<file path="config.mk">
export PLATFORM = sky130hd
export DESIGN_NAME = spi_cmd_dispatch
export DESIGN_NICKNAME = d
export VERILOG_FILES = /design/src/design/spi_pkg.sv /design/src/design/spi_cmd_dispatch.sv
export SDC_FILE = /design/constraint.sdc
export NUM_CORES = 1
export LEC_CHECK = 0
export BUFFER_PORTS_ARGS = -buffer_cell sky130_fd_sc_hd__buf_4
export CORE_ASPECT_RATIO = 1.75
export CORE_MARGIN = 1
export CORE_UTILIZATION = 40
export DETAILED_ROUTE_END_ITERATION = 8
export SETUP_SLACK_MARGIN = 0.1
export SYNTH_ARGS = -nofsm -noshare
export SYNTH_HDL_FRONTEND = slang
export SYNTH_SLANG_ARGS = --single-unit
</file>
<file path="constraint.sdc">
create_clock -name clk -period 6.4 [get_ports clk]
set_input_delay 1.28 -clock clk [delete_from_list [all_inputs] [get_ports clk]]
set_output_delay 1.28 -clock clk [all_outputs]
set_load 0.03 [all_outputs]
</file>
<file path="src/design/spi_pkg.sv">
`default_nettype none

package spi_pkg;

  localparam int ADDR_W = 3;
  localparam int READ_W = 8;
  localparam int HDR_W  = 1 + ADDR_W;       // rw bit plus address
  localparam int CMD_W  = HDR_W + READ_W;

  // One 12-bit command word, read two ways by the lane
  typedef union packed {
    // Write frame, all 12 bits go out on mosi
    struct packed {
      logic              rw;                // 1 = write
      logic [ADDR_W-1:0] addr;
      logic [READ_W-1:0] wdata;
    } wr;
    // Read frame, low byte is the miso window
    struct packed {
      logic              rw;                // 0 = read
      logic [ADDR_W-1:0] addr;
      logic [READ_W-1:0] turn;              // Refilled from miso during the frame
    } rd;
  } spi_cmd_t;

endpackage

`default_nettype wire

</file>
<file path="src/design/spi_cmd_dispatch.sv">
`default_nettype none
`timescale 1ns/10ps

module spi_cmd_dispatch #(
  parameter int N_LANES    = 4,
  parameter int FIFO_DEPTH = 4
) (
  input  logic                                             clk,
  input  logic                                             rst_n,
  input  logic                                             cmd_vld,
  input  logic [spi_pkg::CMD_W-1:0]                        cmd_in,
  input  logic [((N_LANES > 1) ? $clog2(N_LANES) : 1)-1:0] cmd_lane,
  input  logic [N_LANES-1:0]                               lane_busy,
  output logic                                             cmd_credit,
  output logic [N_LANES-1:0]                               lane_start,
  output logic [spi_pkg::CMD_W-1:0]                        lane_cmd
);

  localparam int LANE_W = (N_LANES > 1) ? $clog2(N_LANES) : 1;
  localparam int PTR_W  = (FIFO_DEPTH > 1) ? $clog2(FIFO_DEPTH) : 1;
  localparam int CNT_W  = $clog2(FIFO_DEPTH + 1);

  logic [spi_pkg::CMD_W-1:0] mem_cmd [FIFO_DEPTH];
  logic [LANE_W-1:0]         mem_lane [FIFO_DEPTH];

  logic [PTR_W-1:0] wr_ptr;
  logic [PTR_W-1:0] rd_ptr;
  logic [CNT_W-1:0] fill;
  logic [LANE_W-1:0] head_lane;
  logic push;
  logic pop;

  assign push      = cmd_vld;
  assign head_lane = mem_lane[rd_ptr];
  assign lane_cmd  = mem_cmd[rd_ptr];

  // Head only leaves when its own lane is idle, so later entries wait behind it
  assign pop        = (fill != '0) && !lane_busy[head_lane];
  assign cmd_credit = pop;

  always_comb
  begin
    lane_start = '0;
    if (pop)
    begin
      lane_start[head_lane] = 1'b1;
    end
  end

  always_ff @(posedge clk)
  begin
    if (push)
    begin
      mem_cmd[wr_ptr]  <= cmd_in;
      mem_lane[wr_ptr] <= cmd_lane;
    end
  end

  always_ff @(posedge clk or negedge rst_n)
  begin
    if (!rst_n)
    begin
      wr_ptr <= '0;
      rd_ptr <= '0;
      fill   <= '0;
    end
    else
    begin
      if (push)
      begin
        // Wrap by compare so any depth works
        if (wr_ptr == PTR_W'(FIFO_DEPTH - 1))
          wr_ptr <= '0;
        else
          wr_ptr <= wr_ptr + 1'b1;
      end
      if (pop)
      begin
        if (rd_ptr == PTR_W'(FIFO_DEPTH - 1))
          rd_ptr <= '0;
        else
          rd_ptr <= rd_ptr + 1'b1;
      end
      case ({push, pop})
        2'b10: fill <= fill + 1'b1;
        2'b01: fill <= fill - 1'b1;
        default: fill <= fill;      // Both or neither
      endcase
    end
  end

endmodule

`default_nettype wire

</file>
# --- Word level (Yosys, flattened, before mapping) ---
# Memories as Yosys holds them, arrays and structs flattened.
# Index checks and enable logic that the tools add are counted.
word_totals:
  ff_bits: 7
  mem_bits_rw: 56
  in_bits: 21
  out_inout_bits: 17
  word_cells: 30
  mem_count: 2
mem_list:
  columns: ["memory", "depth", "word_bits", "read_ports", "rd_ports_with_merged_regs", "wr", "line_no", "source"]
  rows:
  - ["mem_cmd", 4, 12, 1, 0, 1, "spi_cmd_dispatch.sv:23", "logic [spi_pkg::CMD_W-1:0] mem_cmd [FIFO_DEPTH];"]
  - ["mem_lane", 4, 2, 1, 0, 1, "spi_cmd_dispatch.sv:24", "logic [LANE_W-1:0] mem_lane [FIFO_DEPTH];"]
classes:
  add_sub_neg: 4
  magnitude_cmp: 2
  n_eq_ne: 4
  muxes: 10
  n_reduce_logical: 5
ops:
  columns: ["op", "n"]
  rows:
  - ["== test 2 bit (second input constant)", 3]
  - ["case mux 3 bit (2 select lines)", 1]
  - ["adder 2 x 1 -> 2 bit (second input constant)", 2]
  - ["two-way mux 1 bit", 4]
  - ["two-way mux 2 bit", 2]
  - ["two-way mux 4 bit", 1]
  - ["adder 3 x 1 -> 3 bit (second input constant)", 1]
  - ["< comparator 2 x 3 -> 1 bit (second input constant)", 1]
  - ["nonzero test 3 bit", 1]
  - ["subtractor 3 x 1 -> 3 bit (second input constant)", 1]
  - ["binary-select mux 1 bit (select 2 bit)", 1]
  - ["demux 1 bit (select 2 bit)", 1]
  - ["== test 2 x 1 -> 1 bit (second input constant)", 1]
  - [">= comparator 2 x 1 -> 1 bit (second input constant)", 1]
  - ["logical AND 1 bit", 2]
  - ["nonzero test 2 bit", 1]
  - ["zero test 1 bit", 1]

# --- Depth between registers and ports, before layout ---
# An unclocked memory read counts as a cell.
depth:
  word_depth: 7
  depth_mapped: 10
  ltp_nobuf: 9

# --- Worst setup path after synthesis ---
# Ideal clock, no wire load.
synth_timing:
  path_kind: "flip-flop to output port"
  start: "register rd_ptr[0]"
  end: "output lane_start[2]"
  arrival_ns: 2.030
  t_required_ns: 5.120
  slack_ns: 3.090
  path_stages_with_launch: 5
  n_path_buf: 1
  path_cell_list: "dfrtp_1 -> buf_6 -> mux4_2 -> or2_2 -> nor3b_1"
synth_via:
  elab_chain_cells: 6
  elab_cells_between_ends: 11
  cone_classes: "order compare: 2; mux: 5; reduce/logical: 3; memory: 1"
synth_rtl:
  columns: ["element", "line_no", "source"]
  rows:
  - ["start: declaration", "spi_cmd_dispatch.sv:27", "logic [PTR_W-1:0] rd_ptr;"]
  - ["start signal: assignment", "spi_cmd_dispatch.sv:82", "rd_ptr <= rd_ptr + 1'b1;"]
  - ["memory (4 x 2 bit) (*)", null, null]
  - ["< comparator 2 x 3 -> 1 bit (implied by the code) (tied with other cells)", "spi_cmd_dispatch.sv:46", "lane_start[head_lane] = 1'b1;"]
  - ["logical AND 1 bit (implied by the code) / two-way mux 1 bit (equally long branches)", "spi_cmd_dispatch.sv:46, spi_cmd_dispatch.sv:38", null]
  - ["two-way mux 1 bit (implied by the code) / zero test 1 bit (equally long branches)", "spi_cmd_dispatch.sv:46, spi_cmd_dispatch.sv:38", null]
  - ["demux 1 bit (select 2 bit) / logical AND 1 bit (equally long branches)", "spi_cmd_dispatch.sv:46, spi_cmd_dispatch.sv:38", null]
  - ["two-way mux 4 bit (*)", "spi_cmd_dispatch.sv:44", "if (pop)"]
  - ["end: declaration", "spi_cmd_dispatch.sv:15", "output logic [N_LANES-1:0] lane_start,"]
# Every way passes the cells marked *; elsewhere a longest branch is shown, timed or not. The select of a mux whose other input is x is not followed.

# --- Final worst setup path ---
layout_timing:
  start: "register rd_ptr[0]"
  end: "output cmd_credit"
layout_via:
  elab_chain_cells: 5
layout_rtl:
  columns: ["element", "line_no", "source"]
  rows:
  - ["memory (4 x 2 bit)", null, null]
  - ["binary-select mux 1 bit (select 2 bit)", "spi_cmd_dispatch.sv:38", "assign pop = (fill != '0) && !lane_busy[head_lane];"]
  - ["two-way mux 1 bit (implied by the code)", "spi_cmd_dispatch.sv:38", null]
  - ["zero test 1 bit", "spi_cmd_dispatch.sv:38", null]
  - ["logical AND 1 bit", "spi_cmd_dispatch.sv:38", null]
  - ["end: declaration", "spi_cmd_dispatch.sv:14", "output logic cmd_credit,"]
# Every way passes these cells. The select of a mux whose other input is x is not followed.

==> flow_metrics.tcl <==
set metrics [dict create \
    rr_endpoint "fill[1]" \
    dp_hpwl_um 2671 \
    syn_area_sq_um 2514 \
    synth-edff-count 56 \
    irDropWorstVdd_v 0.0002152 \
    via_count 1202 \
    routedWlPerCell_um 16.52 \
    ys_ff_latch 63 \
    first_pass_iters 4 \
    clk_path_buf_depth 2 \
    postSynthCellCount 117 \
    die_h_um 106.9 \
    vias_per_cell 4.906 \
    ioPinCount 38 \
    syn_avg_cell_area_sq_um 21.48 \
    finalInstanceArea_sq_um 3048 \
    clock_skew_ps 3.868 \
    crit_fanout 17 \
    yosysWarnings 0 \
    die-area_sq_um 6618 \
    fillers 487 \
    cts_setup_buffers 0 \
    cp-end-kind "output port" \
    grt_pass1_wl_um 6368 \
    path_clk_slew_ps 60 \
    arrival_ps 2810 \
    fin_crit_ps 4095 \
    placed_area_sq_um 2870 \
    most-common-layout-cells "56 x edfxtp_1, 37 x buf_4, 10 x mux4_2, 9 x clkbuf_8, 7 x dfrtp_1" \
    antenna_found_initial 0 \
    setup_slack_ps 2305 \
    p_per_area_nw_per_um2 477.4 \
    numCtsBuffers 9 \
    timing.setup.tns_ps 0 \
    crit_end "cmd_credit" \
    h-tree-depth 3 \
    max_slew.worst_pin.slew_ps 930.0 \
    max-cap-violations 0 \
    fin_crit_sh_pct 63.98 \
    reg2reg_depth 7 \
    grt-ovfl-total 0 \
    final_nets 190 \
    slew_headroom_pct 38.00 \
    timing.rr.start "rd_ptr[0]" \
    power.total_mw 1.455 \
    yosysSeqAreaShare_pct 73.87 \
    first_iter_violations 44 \
    critPathKind "reg -> out" \
    synth_top_flop_cell "edfxtp_1" \
    cts_tree "yes" \
    clk_latency_ps 320 \
    postSynth.asyncResetShare_pct 11.11 \
    drive_above_1_share_pct 38.32 \
    area_growth_pct 21.25 \
    cts_root_buf "clkbuf_8" \
    syn-num-nets 145 \
    wl_um 4048 \
    yosysUniqueCellTypes 23 \
    io_buffer_count 37 \
    row_count 37 \
    grt_pass1_vias 1302 \
    final_common_cell "edfxtp_1" \
    fmax_ghz 0.2442 \
    clkSinkCount 63 \
    grt_start_max_net_pins 18 \
    status "complete, no violations" \
    postLayoutCoreUtil_pct 51.04 \
    hold_class "reg -> reg" \
    reg2reg_slack_ps 3060 \
    report.final.slew_viol_count 0 \
    gp_congestion 0.6676 \
    cts-hold-fix-buffers 0 \
    critPathLaunchType "register" \
    hold_violations 0 \
    drcViolationCount 0 \
    floorplan.initialDensity_pct 42.09 \
    fp.dieW_um 61.93 \
    ant_nets 0 \
    insertedDiodeCount 0 \
    critPathLaunch "rd_ptr[0]" \
    cts.repair.resized 0 \
    rsz0062_at_grt "no" \
    leakagePower_nw 1.126 \
    pre_cts_slack_ps 2601 \
    cp.required_ps 5120 \
    setup-violations-final 0 \
    coreArea_sq_um 5972 \
    grtUsageTotal_pct 14.39 \
]
==> area by class of cell <==
class	instances	area (sq um)	area share (%)
clock inverter	7	53.80	1.765
tap	78	97.59	3.202
sequential	63	1857	60.92
timing repair buffer	37	277.8	9.113
inverter	4	15.01	0.4926
clock buffer	9	123.9	4.064
multi-input combinational	47	623.1	20.44
==> metal layers <==
metal	GRT usage, %	part of all wire, %	vias to the layer above	wire length [um]
met1	16.03	38	607	1551
li1	-	-	560	-
met3	4.946	4.6	4	185
met2	23.81	56	31	2265
met4	6.667	1.1	0	45
met5	0	0	-	0
==> registers in the layout, indices dropped and copies added, names as in the netlist <==
name,flops
fill,3
rd_ptr,2
wr_ptr,2
mem_cmd,48
mem_lane,8
==> synthesized netlist by cell type, types with 2 or more instances <==
library cell | instances | area [sq um]
nor3_1 | 3 | 15.01
ha_1 | 6 | 75.07
clkbuf_1 | 2 | 7.510
inv_1 | 4 | 15.01
mux2_4 | 3 | 45.04
o21ai_0 | 2 | 10.01
nor2_1 | 2 | 7.510
and2_1 | 4 | 25.02
nor3b_1 | 2 | 15.01
mux2_2 | 2 | 22.52
edfxtp_1 | 56 | 1682
mux4_2 | 10 | 225.2
mux4_1 | 4 | 105.1
dfrtp_1 | 7 | 175.2
xnor2_1 | 2 | 17.52
==> power breakdown <==
group	switching, mW	total [mW]	internal, mW
clock network	0.133	0.305	0.172
registers	0.0725	0.609	0.537
logic	0.282	0.541	0.259
total	0.487	1.46	0.968
==> cells by family after synthesis <==
group / synth area share (%)
flip-flops: 73.87
multiplexers: 15.83
AND/OR/NAND/NOR: 3.385
buffers and inverters: 1.344
adder cells (fa/ha/maj): 3.783
AO/OA/AOI/OAI: 0.7467
XOR/XNOR: 1.045
==> stage by stage <==
step           hold WS [ps]  std cells
2_1_floorplan         442.6        117
3_3_place_gp          459.7        229
3_5_place_dp          472.2        229
4_1_cts               484.6        245
5_1_grt               491.9        245
6_report              479.5        245
==> worst min path at each step <==
stage	from	end	slack [ps]	cells after the start
after detailed placement	fill[2]	fill[2]	470	1
after global routing	fill[2]	fill[2]	490	1
after floorplan	fill[2]	fill[2]	440	1
after global placement	fill[2]	fill[2]	460	1
final	fill[2]	fill[2]	480	1
after CTS	fill[2]	fill[2]	480	1
==> worst max-delay path, stage by stage, from the launching register on <==
cell and delay, ps:
dfrtp_1 950, mux4_2 670, mux2_4 320, o22a_1 280, inv_1 110, buf_4 160
No activity file was read; power rests on OpenSTA's default activity.
