## src/design/spi_pkg.sv

```systemverilog
`default_nettype none

package spi_pkg;

  localparam int ADDR_W = 3;
  localparam int READ_W = 8;
  localparam int HDR_W  = 1 + ADDR_W;       // rw bit plus address
  localparam int CMD_W  = HDR_W + READ_W;

  // One 12-bit command word, read two ways by the lane
  typedef union packed {
    // Write frame, all 12 bits go out on mosi
    struct packed {
      logic              rw;                // 1 = write
      logic [ADDR_W-1:0] addr;
      logic [READ_W-1:0] wdata;
    } wr;
    // Read frame, low byte is the miso window
    struct packed {
      logic              rw;                // 0 = read
      logic [ADDR_W-1:0] addr;
      logic [READ_W-1:0] turn;              // Refilled from miso during the frame
    } rd;
  } spi_cmd_t;

endpackage

`default_nettype wire

```

## src/design/spi_lane.sv

```systemverilog
`default_nettype none
`timescale 1ns/10ps

module spi_lane #(
  parameter int CLK_DIV = 2
) (
  input  logic                       clk,
  input  logic                       rst_n,
  input  logic                       start,
  input  logic [spi_pkg::CMD_W-1:0]  cmd,
  input  logic                       miso,
  input  logic                       take,
  output logic                       busy,
  output logic                       sclk,
  output logic                       cs_n,
  output logic                       mosi,
  output logic                       rd_pending,
  output logic [spi_pkg::READ_W-1:0] rd_data
);

  localparam int DIV_W = (CLK_DIV > 1) ? $clog2(CLK_DIV) : 1;

  localparam logic [2:0] IDLE   = 3'd0;
  localparam logic [2:0] SETUP  = 3'd1;   // First low half, msb already on mosi
  localparam logic [2:0] SHIFT  = 3'd2;
  localparam logic [2:0] FINISH = 3'd3;   // Low half before cs_n rises
  localparam logic [2:0] HOLD   = 3'd4;   // Read result waits for the collector

  localparam logic [3:0] LAST_BIT = 4'(spi_pkg::CMD_W - 1);

  logic [2:0]                state;
  logic [DIV_W-1:0]          div_cnt;
  logic [3:0]                bit_cnt;
  spi_pkg::spi_cmd_t         cmd_q;
  logic [spi_pkg::CMD_W-1:0] tx_word;
  logic                      half_end;
  logic                      is_read;
  logic                      rise;
  logic                      sample;

  assign half_end = (div_cnt == DIV_W'(CLK_DIV - 1));
  assign is_read  = !cmd_q.rd.rw;

  // Rising sclk edge, taken from the register about to go high
  assign rise   = half_end && ((state == SETUP) || ((state == SHIFT) && !sclk));
  assign sample = rise && is_read && (bit_cnt >= spi_pkg::HDR_W);

  // Reads drive only the header, then zeros through the miso window
  always_comb
  begin
    if (is_read)
      tx_word = {cmd_q.rd.rw, cmd_q.rd.addr, {spi_pkg::READ_W{1'b0}}};
    else
      tx_word = {cmd_q.wr.rw, cmd_q.wr.addr, cmd_q.wr.wdata};
  end

  assign busy       = (state != IDLE);
  assign rd_pending = (state == HOLD);
  assign rd_data    = cmd_q.rd.turn;

  // Latched word, the low byte doubles as the read shift register
  always_ff @(posedge clk)
  begin
    if ((state == IDLE) && start)
    begin
      cmd_q <= cmd;
    end
    else if (sample)
    begin
      cmd_q.rd.turn <= {cmd_q.rd.turn[spi_pkg::READ_W-2:0], miso};
    end
  end

  always_ff @(posedge clk or negedge rst_n)
  begin
    if (!rst_n)
    begin
      state   <= IDLE;
      div_cnt <= '0;
      bit_cnt <= '0;
      sclk    <= 1'b0;
      cs_n    <= 1'b1;
      mosi    <= 1'b0;
    end
    else
    begin
      case (state)
        IDLE:
        begin
          if (start)
          begin
            state   <= SETUP;
            cs_n    <= 1'b0;
            mosi    <= cmd[spi_pkg::CMD_W-1];   // rw bit, same in both views
            div_cnt <= '0;
            bit_cnt <= '0;
          end
        end

        SETUP:
        begin
          if (half_end)
          begin
            state   <= SHIFT;
            sclk    <= 1'b1;
            div_cnt <= '0;
          end
          else
          begin
            div_cnt <= div_cnt + 1'b1;
          end
        end

        SHIFT:
        begin
          if (half_end)
          begin
            div_cnt <= '0;
            sclk    <= !sclk;
            if (sclk)
            begin
              // Falling edge, move mosi or close the frame
              if (bit_cnt == LAST_BIT)
              begin
                state <= FINISH;
                mosi  <= 1'b0;
              end
              else
              begin
                bit_cnt <= bit_cnt + 1'b1;
                mosi    <= tx_word[spi_pkg::CMD_W - 2 - bit_cnt];
              end
            end
          end
          else
          begin
            div_cnt <= div_cnt + 1'b1;
          end
        end

        FINISH:
        begin
          if (half_end)
          begin
            cs_n    <= 1'b1;
            div_cnt <= '0;
            if (is_read)
              state <= HOLD;
            else
              state <= IDLE;    // Writes free the lane right away
          end
          else
          begin
            div_cnt <= div_cnt + 1'b1;
          end
        end

        HOLD:
        begin
          if (take)
          begin
            state <= IDLE;
          end
        end

        default:
        begin
          state <= IDLE;
          sclk  <= 1'b0;
          cs_n  <= 1'b1;
          mosi  <= 1'b0;
        end
      endcase
    end
  end

endmodule

`default_nettype wire

```

## config.mk

```make
export PLATFORM = sky130hd
export DESIGN_NAME = spi_lane
export DESIGN_NICKNAME = d
export VERILOG_FILES = /design/src/design/spi_pkg.sv /design/src/design/spi_lane.sv
export SDC_FILE = /design/constraint.sdc
export NUM_CORES = 1
export LEC_CHECK = 0
export BUFFER_PORTS_ARGS = -buffer_cell sky130_fd_sc_hd__buf_2
export CAP_MARGIN = 25
export CORE_UTILIZATION = 40
export CTS_CLUSTER_SIZE = 16
export DETAILED_ROUTE_END_ITERATION = 6
export PLACE_DENSITY = 0.68
export SLEW_MARGIN = 20
export SYNTH_ARGS = -nofsm -noshare
export SYNTH_HDL_FRONTEND = slang
export SYNTH_SLANG_ARGS = --single-unit
```

## constraint.sdc

```tcl
create_clock -name clk -period 2.55 [get_ports clk]
set_input_delay 0.1275 -clock clk [delete_from_list [all_inputs] [get_ports clk]]
set_output_delay 0.1275 -clock clk [all_outputs]
set_load 0.005 [all_outputs]
```

=== After elaboration in Yosys (flattened, before gate mapping) ===
Cells that the tools add are included.

* Add/subtract/negate cells: 3
* Order comparisons: 2
* Equal/unequal tests: 13
* Multiplexer cells: 31
* Bitwise logic cells: 3
* Reductions and logical operators: 23

{| class="wikitable"
|+ Operator list
! kind !! count
|-
| 32-bit by 5-bit < comparator with 1-bit output, second input constant || 1
|-
| 3-bit 2-to-1 mux || 8
|-
| 4-bit 2-to-1 mux || 4
|-
| 8-bit 2-to-1 mux || 2
|-
| 3-bit case mux with 5 select lines || 1
|-
| 2-bit inequality test, second input constant || 7
|-
| 12-bit 2-to-1 mux || 1
|-
| 3-bit OR reduction || 4
|-
| 1-bit 2-to-1 mux || 9
|-
| 1-bit case mux with 3 select lines || 3
|-
| 4-bit case mux with 2 select lines || 1
|-
| 7-bit AND reduction || 1
|-
| 3-bit by 2-bit equality test with 1-bit output, second input constant || 2
|-
| 3-bit AND reduction || 2
|-
| 2-bit nonzero test || 3
|-
| 1-bit logical AND || 5
|-
| 5-bit AND reduction || 1
|-
| 4-bit by 4-bit subtractor with 5-bit output, first input constant || 1
|-
| 4-bit by 1-bit adder with 4-bit output, second input constant || 1
|-
| 1-bit binary-select mux with 4-bit select || 1
|-
| 4-bit equality test, second input constant || 1
|-
| 4-bit by 3-bit greater-or-equal comparator with 1-bit output, second input constant || 1
|-
| 4-bit AND reduction || 1
|-
| 3-bit by 1-bit equality test with 1-bit output, second input constant || 1
|-
| 10 further kinds || 13
|}

* Register bits after elaboration: 23
* Input bits: 17
* Output and inout port bits: 13
* Logic and storage cells: 83

=== Logic depth before layout (Yosys ltp) ===
Gate-level depths: netlist (run 1).

* Depth in word-level cells: 8
* Mapped depth: 8

=== Least setup slack after synthesis (run 1) ===
OpenSTA, ideal clock, no wires.

* Kind: register to register
* Start: register state[1]
* End: register cmd_q[0] (netlist bit), enable pin
* Setup time: 386 ps
* Arrival: 1,592 ps
* Slack: 572 ps
* Cell stages (with the launch flop): 6
* Buffers on the path: 1
* Path through: dfrtp_1 buf_4 nand2_1 nor4_1 nor3_1 a211oi_1

* Cells in the longest elaborated chain, start to end: 7
* Elaborated cells on any way between the ends: 10
* Classes of those cells: eq/ne: 2; reduce/logical: 8

{| class="wikitable"
|+ RTL lines
! what !! line !! text
|-
| start: declaration || spi_lane.sv:31 || <nowiki>logic [2:0] state;</nowiki>
|-
| start signal: assignment || spi_lane.sv:78 || <nowiki>state <= IDLE;</nowiki>
|-
| start signal: assignment || spi_lane.sv:92 || <nowiki>state <= SETUP;</nowiki>
|-
| start signal: assignment || spi_lane.sv:104 || <nowiki>state <= SHIFT;</nowiki>
|-
| 3-bit by 2-bit equality test with 1-bit output || spi_lane.sv:45 || <nowiki>assign rise = half_end && ((state == SETUP) || ((state == SHIFT) && !sclk));</nowiki>
|-
| 1-bit logical AND || spi_lane.sv:45 ||
|-
| 1-bit logical OR || spi_lane.sv:45 ||
|-
| 1-bit logical AND || spi_lane.sv:45 ||
|-
| 1-bit logical AND (2 in series) || spi_lane.sv:46 || <nowiki>assign sample = rise && is_read && (bit_cnt >= spi_pkg::HDR_W);</nowiki>
|-
| 2-bit nonzero test (no source line) * || n/a ||
|-
| end signal: assignment || spi_lane.sv:66 || <nowiki>cmd_q <= cmd;</nowiki>
|-
| end: declaration || spi_lane.sv:34 || <nowiki>spi_pkg::spi_cmd_t cmd_q;</nowiki>
|}

Mark *: on every way between the ends. The rest lies on a longest branch, timed or not.
A chain may end at the register's enable or synchronous reset.

=== Worst setup path in the final report (run 1) ===
* Start: register state[0]
* End: register cmd_q[2] (netlist bit), data pin

* Cells in the longest elaborated chain, start to end: 3

{| class="wikitable"
|+ RTL lines
! what !! line !! text
|-
| 3-bit logical NOT || spi_lane.sv:64 || <nowiki>if ((state == IDLE) && start)</nowiki>
|-
| 1-bit logical AND || spi_lane.sv:64 ||
|-
| 8-bit 2-to-1 mux || spi_lane.sv:64 ||
|}

No other way between the ends.

==> results.yml, run 1 <==
clocking:
  postCtsSetupRepairBufs: 0
  cts_max_path_buffers: 2
  postCtsHoldBufs: 5
  cts_inserted_buffers: 3
  cts_tree: "yes"
  path_clk_slew_ps: 130
  cts-resized-gates: 0
  root_buffer: "clkbuf_4"
  clk_latency_ps: 300
  cts.sinks: 23
  htree_levels: 1
power:
  p_leak_nw: 0.661
  power_mw: 1.90
  peakVddDrop_mv: 0.525
  power_density_nw_per_um2: 1150
synth:
  yosysWarnings: 0
  synthCells: 131
  syn_area_per_cell_um2: 11.1
  ys_ff_latch: 23
  synth_top_area_share_pct: 24.8
  ys_seq_area_share_pct: 43.8
  synth_area_um2: 1450
  yosysMostFrequentCell: "edfxtp_1"
  synth_area_leaders: "edfxtp_1 25%, dfrtp_1 17%, mux2_2 6.2%"
  yosys_most_used_dff: "edfxtp_1"
  ys_types: 50
  yosysTopAreaCell: "edfxtp_1"
  synthTopCellsByCount: "12 x edfxtp_1, 10 x buf_4, 10 x dfrtp_1"
  synthesis.nets: 150
  synth_edf_count: 12
  async_flop_share_pct: 47.8
worst_setup_path:
  reg2reg_depth: 3
  critical-path-slowest-cell: "and2_1"
  arrival_ps: 2050
  rr_startpoint: "state[0]$_DFFE_PN0P_"
  critPathKind: "register to register"
  endpoint_kind: "register"
  worst-path-max-fanout: 12
  cp.required_ps: 2620
  cp_slowest_stage_delay_ps: 530
  startpoint: "state[0]$_DFFE_PN0P_"
  worstSetupStartpointType: "register"
  r2r_setup_slack_ps: 570
  endpoint: "cmd_q[2]$_DFFE_PP_"
  crit_chain: "nor3_1 > and2_1 > mux2_2"
  regToRegEndpoint: "cmd_q[2]$_DFFE_PP_"
finish:
  final_nets: 178
  fin_area_um2: 1650
  n_antenna_cell: 0
  syn2layout_area_growth_pct: 13.3
  utilization_pct: 48.2
  layoutNonFillerInstCount: 204
  drive_above_1_share_pct: 35.4
die:
  row_count: 21
  initial_core_util_pct: 42.5
  die_area_um2: 3880
  die_height_um: 62.3
  core-area_um2: 3420
  die_width_um: 62.3
  io_pins: 30
sta:
  timing.fmax_mhz: 504
  rsz0062_at_grt: "false"
  hold_violations: 0
  finClkSkew_ps: 5.22
  setup_tns_ps: 0
  finalSetupViolCount: 0
  slew_headroom_pct: 62.6
  hold_ws_ps: 24.9
  maxSlewViolCount: 0
  period_minus_slack_ps: 1980
  setup_ws_ps: 566
  fin_crit_sh_pct: 77.8
  worst_pin_slew_ps: 546
routing:
  ant_nets: 0
  drc: 0
  vias: 1074
  routedWlPerCell_um: 14.1
  routed_wl_mm: 2.87
  drt_first_pass_iters: 4
  viasPerCell: 5.26
  drt_iter0_drc: 34
placement:
  post-place-ws_ps: 543
  dp_hpwl_mm: 2.19
  gp_congestion: 0.866
  post_dp_cell_area_um2: 1570
  post-place-cells: 195
  io_buffer_count: 29
outcome:
  outcome: "complete, no violations"
grt:
  first_global_vias: 1095
  gr-total-overflow: 0
  track_usage_pct: 16.1
  grt_pass1_wl_mm: 5.01
  antenna_found_initial: 0
  grt_max_degree: 16
min_path:
  hp-class: "primary input to register"
flow_run:
  maxCapViolations: 0
[cell type report]
| type | count | area (um2) |
|---|---|---|
| Multi-Input combinational cell | 84 | 662 |
| Sequential cell | 23 | 637 |
| Clock buffer | 4 | 26.3 |
| Inverter | 8 | 30.0 |
| Timing Repair Buffer | 39 | 233 |
| Tap cell | 46 | 57.6 |
| Fill cell | 342 | 1770 |
[worst min-delay path by stage]
stage | slack (ps) | depth (start not counted) | endpoint | start
after floorplan | -170 | 0 | bit_cnt[0]$_DFFE_PN0P_ | rst_n
after global placement | 20 | 1 | bit_cnt[1]$_DFFE_PN0P_ | rst_n
after detailed placement | 20 | 1 | bit_cnt[1]$_DFFE_PN0P_ | rst_n
after CTS | 20 | 1 | cmd_q[11]$_DFFE_PP_ | cmd[11]
after global routing | 4 | 1 | cmd_q[11]$_DFFE_PP_ | cmd[11]
final | 20 | 1 | cmd_q[11]$_DFFE_PP_ | cmd[11]
[kinds of logic after synthesis]
logic type	synth area share, %
compound gates	15.6
xor+xnor	1.81
fa+ha+maj	1.72
buf+inv	10.6
flops	43.8
mux	11.4
simple gates	15.1
[flip-flops by register name, summed over array words and instances, names as in the netlist]
register and flops:
bit_cnt 4, cmd_q 12, cs_n 1, div_cnt 1
mosi 1, sclk 1, state 3
[routing by layer]
metal  part of all wire, %  global-route usage, %  vias up
met3                   3.8                   2.57        2
met4                  0.73                   4.65        0
met2                    46                   25.7       32
met5                     0                      0        -
li1                      -                      -      532
met1                    50                   22.6      508
[report_power, final]
group	switching (mW)	total [mW]	leakage (nW)	internal (mW)
logic	0.491	0.984	0.397	0.493
registers	0.151	0.745	0.250	0.594
clock network	0.107	0.168	0.0150	0.0609
[worst max-delay path, delay by kind of cell, from the launching register on]
kind,cells,cell delay (ps)
DFF,1,420
muxes,1,390
and+or+nand+nor,2,930
[cells in the final DEF (no fill, tap or decap), types with 2 or more instances in the layout]
cell	count
buf_2	29
edfxtp_1	12
dfrtp_1	10
mux2_2	8
nor2_1	8
inv_1	8
nand2_1	6
o21ai_0	5
dlygate4sd3_1	5
buf_4	5
nor3_1	3
mux2i_1	3
clkbuf_4	3
and2_1	2
nor2b_1	2
nor4_1	2
nand2b_1	2
o211ai_1	2
a22o_1	2
o22ai_1	2
xnor2_1	2
a21oi_1	2
a311o_1	2
mux4_2	2
nand3_1	2
o31ai_1	2
ha_1	2
(Power assumes the default switching activity.)
==> run 2, diff against run 1 <==
--- a/config.mk
+++ b/config.mk
@@ -10,7 +10,7 @@
 export CORE_UTILIZATION = 40
 export CTS_CLUSTER_SIZE = 16
 export DETAILED_ROUTE_END_ITERATION = 6
-export PLACE_DENSITY = 0.68
+export PLACE_DENSITY = 0.71
 export SLEW_MARGIN = 20
 export SYNTH_ARGS = -nofsm -noshare
 export SYNTH_HDL_FRONTEND = slang
==> constraint.sdc (replaced) <==
create_clock -name clk -period 1.8 [get_ports clk]
set_input_delay 0.09 -clock clk [delete_from_list [all_inputs] [get_ports clk]]
set_output_delay 0.09 -clock clk [all_outputs]
set_load 0.005 [all_outputs]
==> run 2 against run 1 <==
  * Final cell count is 4.4% higher
  * Highest routed layer unchanged
  * Sequential share of layout area is 2.0 points lower
  * Global-route usage is 0.66 points higher
  * Setup slack worse by 490 ps
  * Critical path type unchanged
  * Total power is 50% higher
==> results.yml, run 2 (synthesis results as in run 1) <==
sta:
  period_minus_slack_ps: 1720
  maxSlewViolCount: 0
  hold_ws_ps: 63.0
  slew_headroom_pct: 65.7
  finClkSkew_ps: 19.1
  rsz0062_at_grt: "false"
  hold_violations: 0
  finalSetupViolCount: 0
  timing.fmax_mhz: 581
  fin_crit_sh_pct: 95.6
  worst_pin_slew_ps: 510
outcome:
  outcome: "complete, no violations"
routing:
  routedWlPerCell_um: 14.0
  ant_nets: 0
  viasPerCell: 5.36
  drc: 0
  drt_first_pass_iters: 4
  routed_wl_mm: 2.98
  drt_iter0_drc: 52
  vias: 1141
die:
  core-area_um2: 3420
  die_width_um: 62.3
  die_area_um2: 3880
  io_pins: 30
  die_height_um: 62.3
  row_count: 21
  initial_core_util_pct: 42.5
power:
  peakVddDrop_mv: 0.738
  p_leak_nw: 0.711
  power_density_nw_per_um2: 1640
placement:
  post_dp_cell_area_um2: 1650
  gp_congestion: 0.842
  post-place-cells: 203
  dp_hpwl_mm: 2.26
  io_buffer_count: 29
worst_setup_path:
  endpoint_kind: "register"
  critPathKind: "register to register"
  worst-path-max-fanout: 6
  worstSetupStartpointType: "register"
  arrival_ps: 1940
  cp.required_ps: 2010
grt:
  track_usage_pct: 16.8
  first_global_vias: 1127
  gr-total-overflow: 0
  antenna_found_initial: 0
  grt_max_degree: 16
  grt_pass1_wl_mm: 5.19
finish:
  syn2layout_area_growth_pct: 19.6
  largest_register_ffs: 12
  n_antenna_cell: 0
  utilization_pct: 50.9
  drive_above_1_share_pct: 41.3
  reg_top3: "cmd_q x12, bit_cnt x4, state x3"
  regMostFlops: "cmd_q"
  layoutNonFillerInstCount: 213
  fin_area_um2: 1740
  final_nets: 187
  final_common_cell: "buf_2"
  final_cell_mix: "29 x buf_2, 13 x buf_4, 12 x edfxtp_1"
clocking:
  cts.sinks: 23
  path_clk_slew_ps: 140
  postCtsSetupRepairBufs: 0
  cts_inserted_buffers: 3
  cts_max_path_buffers: 2
  cts_tree: "yes"
  clk_latency_ps: 320
  root_buffer: "clkbuf_4"
  htree_levels: 1
flow_run:
  maxCapViolations: 0
min_path:
  hp-class: "primary input to register"
==> run 2: cell count changes in the layout (fill, tap and decap cells not counted), sizes merged <==
cell / previous run / this run
clkbuf: 4 / 3
dlygate4sd3: 5 / 6
clkinv: 0 / 1
buf: 34 / 42
==> run 2: worst paths after layout <==
check                                        from                endpoint  slack [ps]  depth (start not counted)
max reg2reg                bit_cnt[1]$_DFFE_PN0P_        mosi$_DFFE_PN0P_          80                          6
max                        bit_cnt[1]$_DFFE_PN0P_        mosi$_DFFE_PN0P_          80                          6
min reg2reg                      cs_n$_DFFE_PN1P_        cs_n$_DFFE_PN1P_         560                          2
min                                        cmd[6]      cmd_q[6]$_DFFE_PP_          60                          2
max in group asynchronous                   rst_n        cs_n$_DFFE_PN1P_        1370                          2
min in group asynchronous                   rst_n  bit_cnt[2]$_DFFE_PN0P_         170                          2
==> run 2: power breakdown <==
group	total [mW]	switching, mW	internal, mW
logic	1.57	0.757	0.809
clock network	0.245	0.162	0.0830
registers	1.03	0.187	0.843
total	2.84	1.11	1.74
==> run 2: cell type report <==
| cell class | instances | area (um2) |
|---|---|---|
| Fill cell | 312 | 1680 |
| Multi-Input combinational cell | 84 | 679 |
| Sequential cell | 23 | 638 |
| Timing Repair Buffer | 48 | 303 |
| Tap cell | 46 | 57.6 |
| Inverter | 8 | 32.5 |
| Clock buffer | 3 | 22.5 |
| Clock inverter | 1 | 5.00 |
==> run 2: worst max-delay path: stages, from the launching register on <==
cell and delay, ps:
dfrtp_2 430, inv_1 90, ha_4 280, mux4_2 490, and4b_4 200, o21ai_2 60, o211ai_2 90
==> run 2: routing by layer <==
| metal | vias up | share of wire, % | GRT usage (%) |
|---|---|---|---|
| li1 | 547 | - | - |
| met1 | 538 | 44 | 22.9 |
| met2 | 52 | 48 | 27.5 |
| met3 | 4 | 6.4 | 2.57 |
| met4 | 0 | 1.1 | 4.94 |
| met5 | - | 0 | 0 |
==> run 2: stage by stage <==
| stage | total power, mW | setup TNS [ps] | worst slack, ps |
|---|---|---|---|
| after floorplan | 2.28 | -1.99 | -1.99 |
| after detailed placement | 2.60 | 0 | 36.2 |
| after global placement | 2.56 | 0 | 89.6 |
| after CTS | 2.86 | 0 | 22.3 |
| after global routing | 3.08 | 0 | 5.11 |
| final | 2.84 | 0 | 78.3 |
==> run 2: what timing repair did <==
item,CTS,global route
resized for setup,0,1
hold endpoints to repair,16,0
hold buffers,6,0
endpoints found under the setup margin,0,2
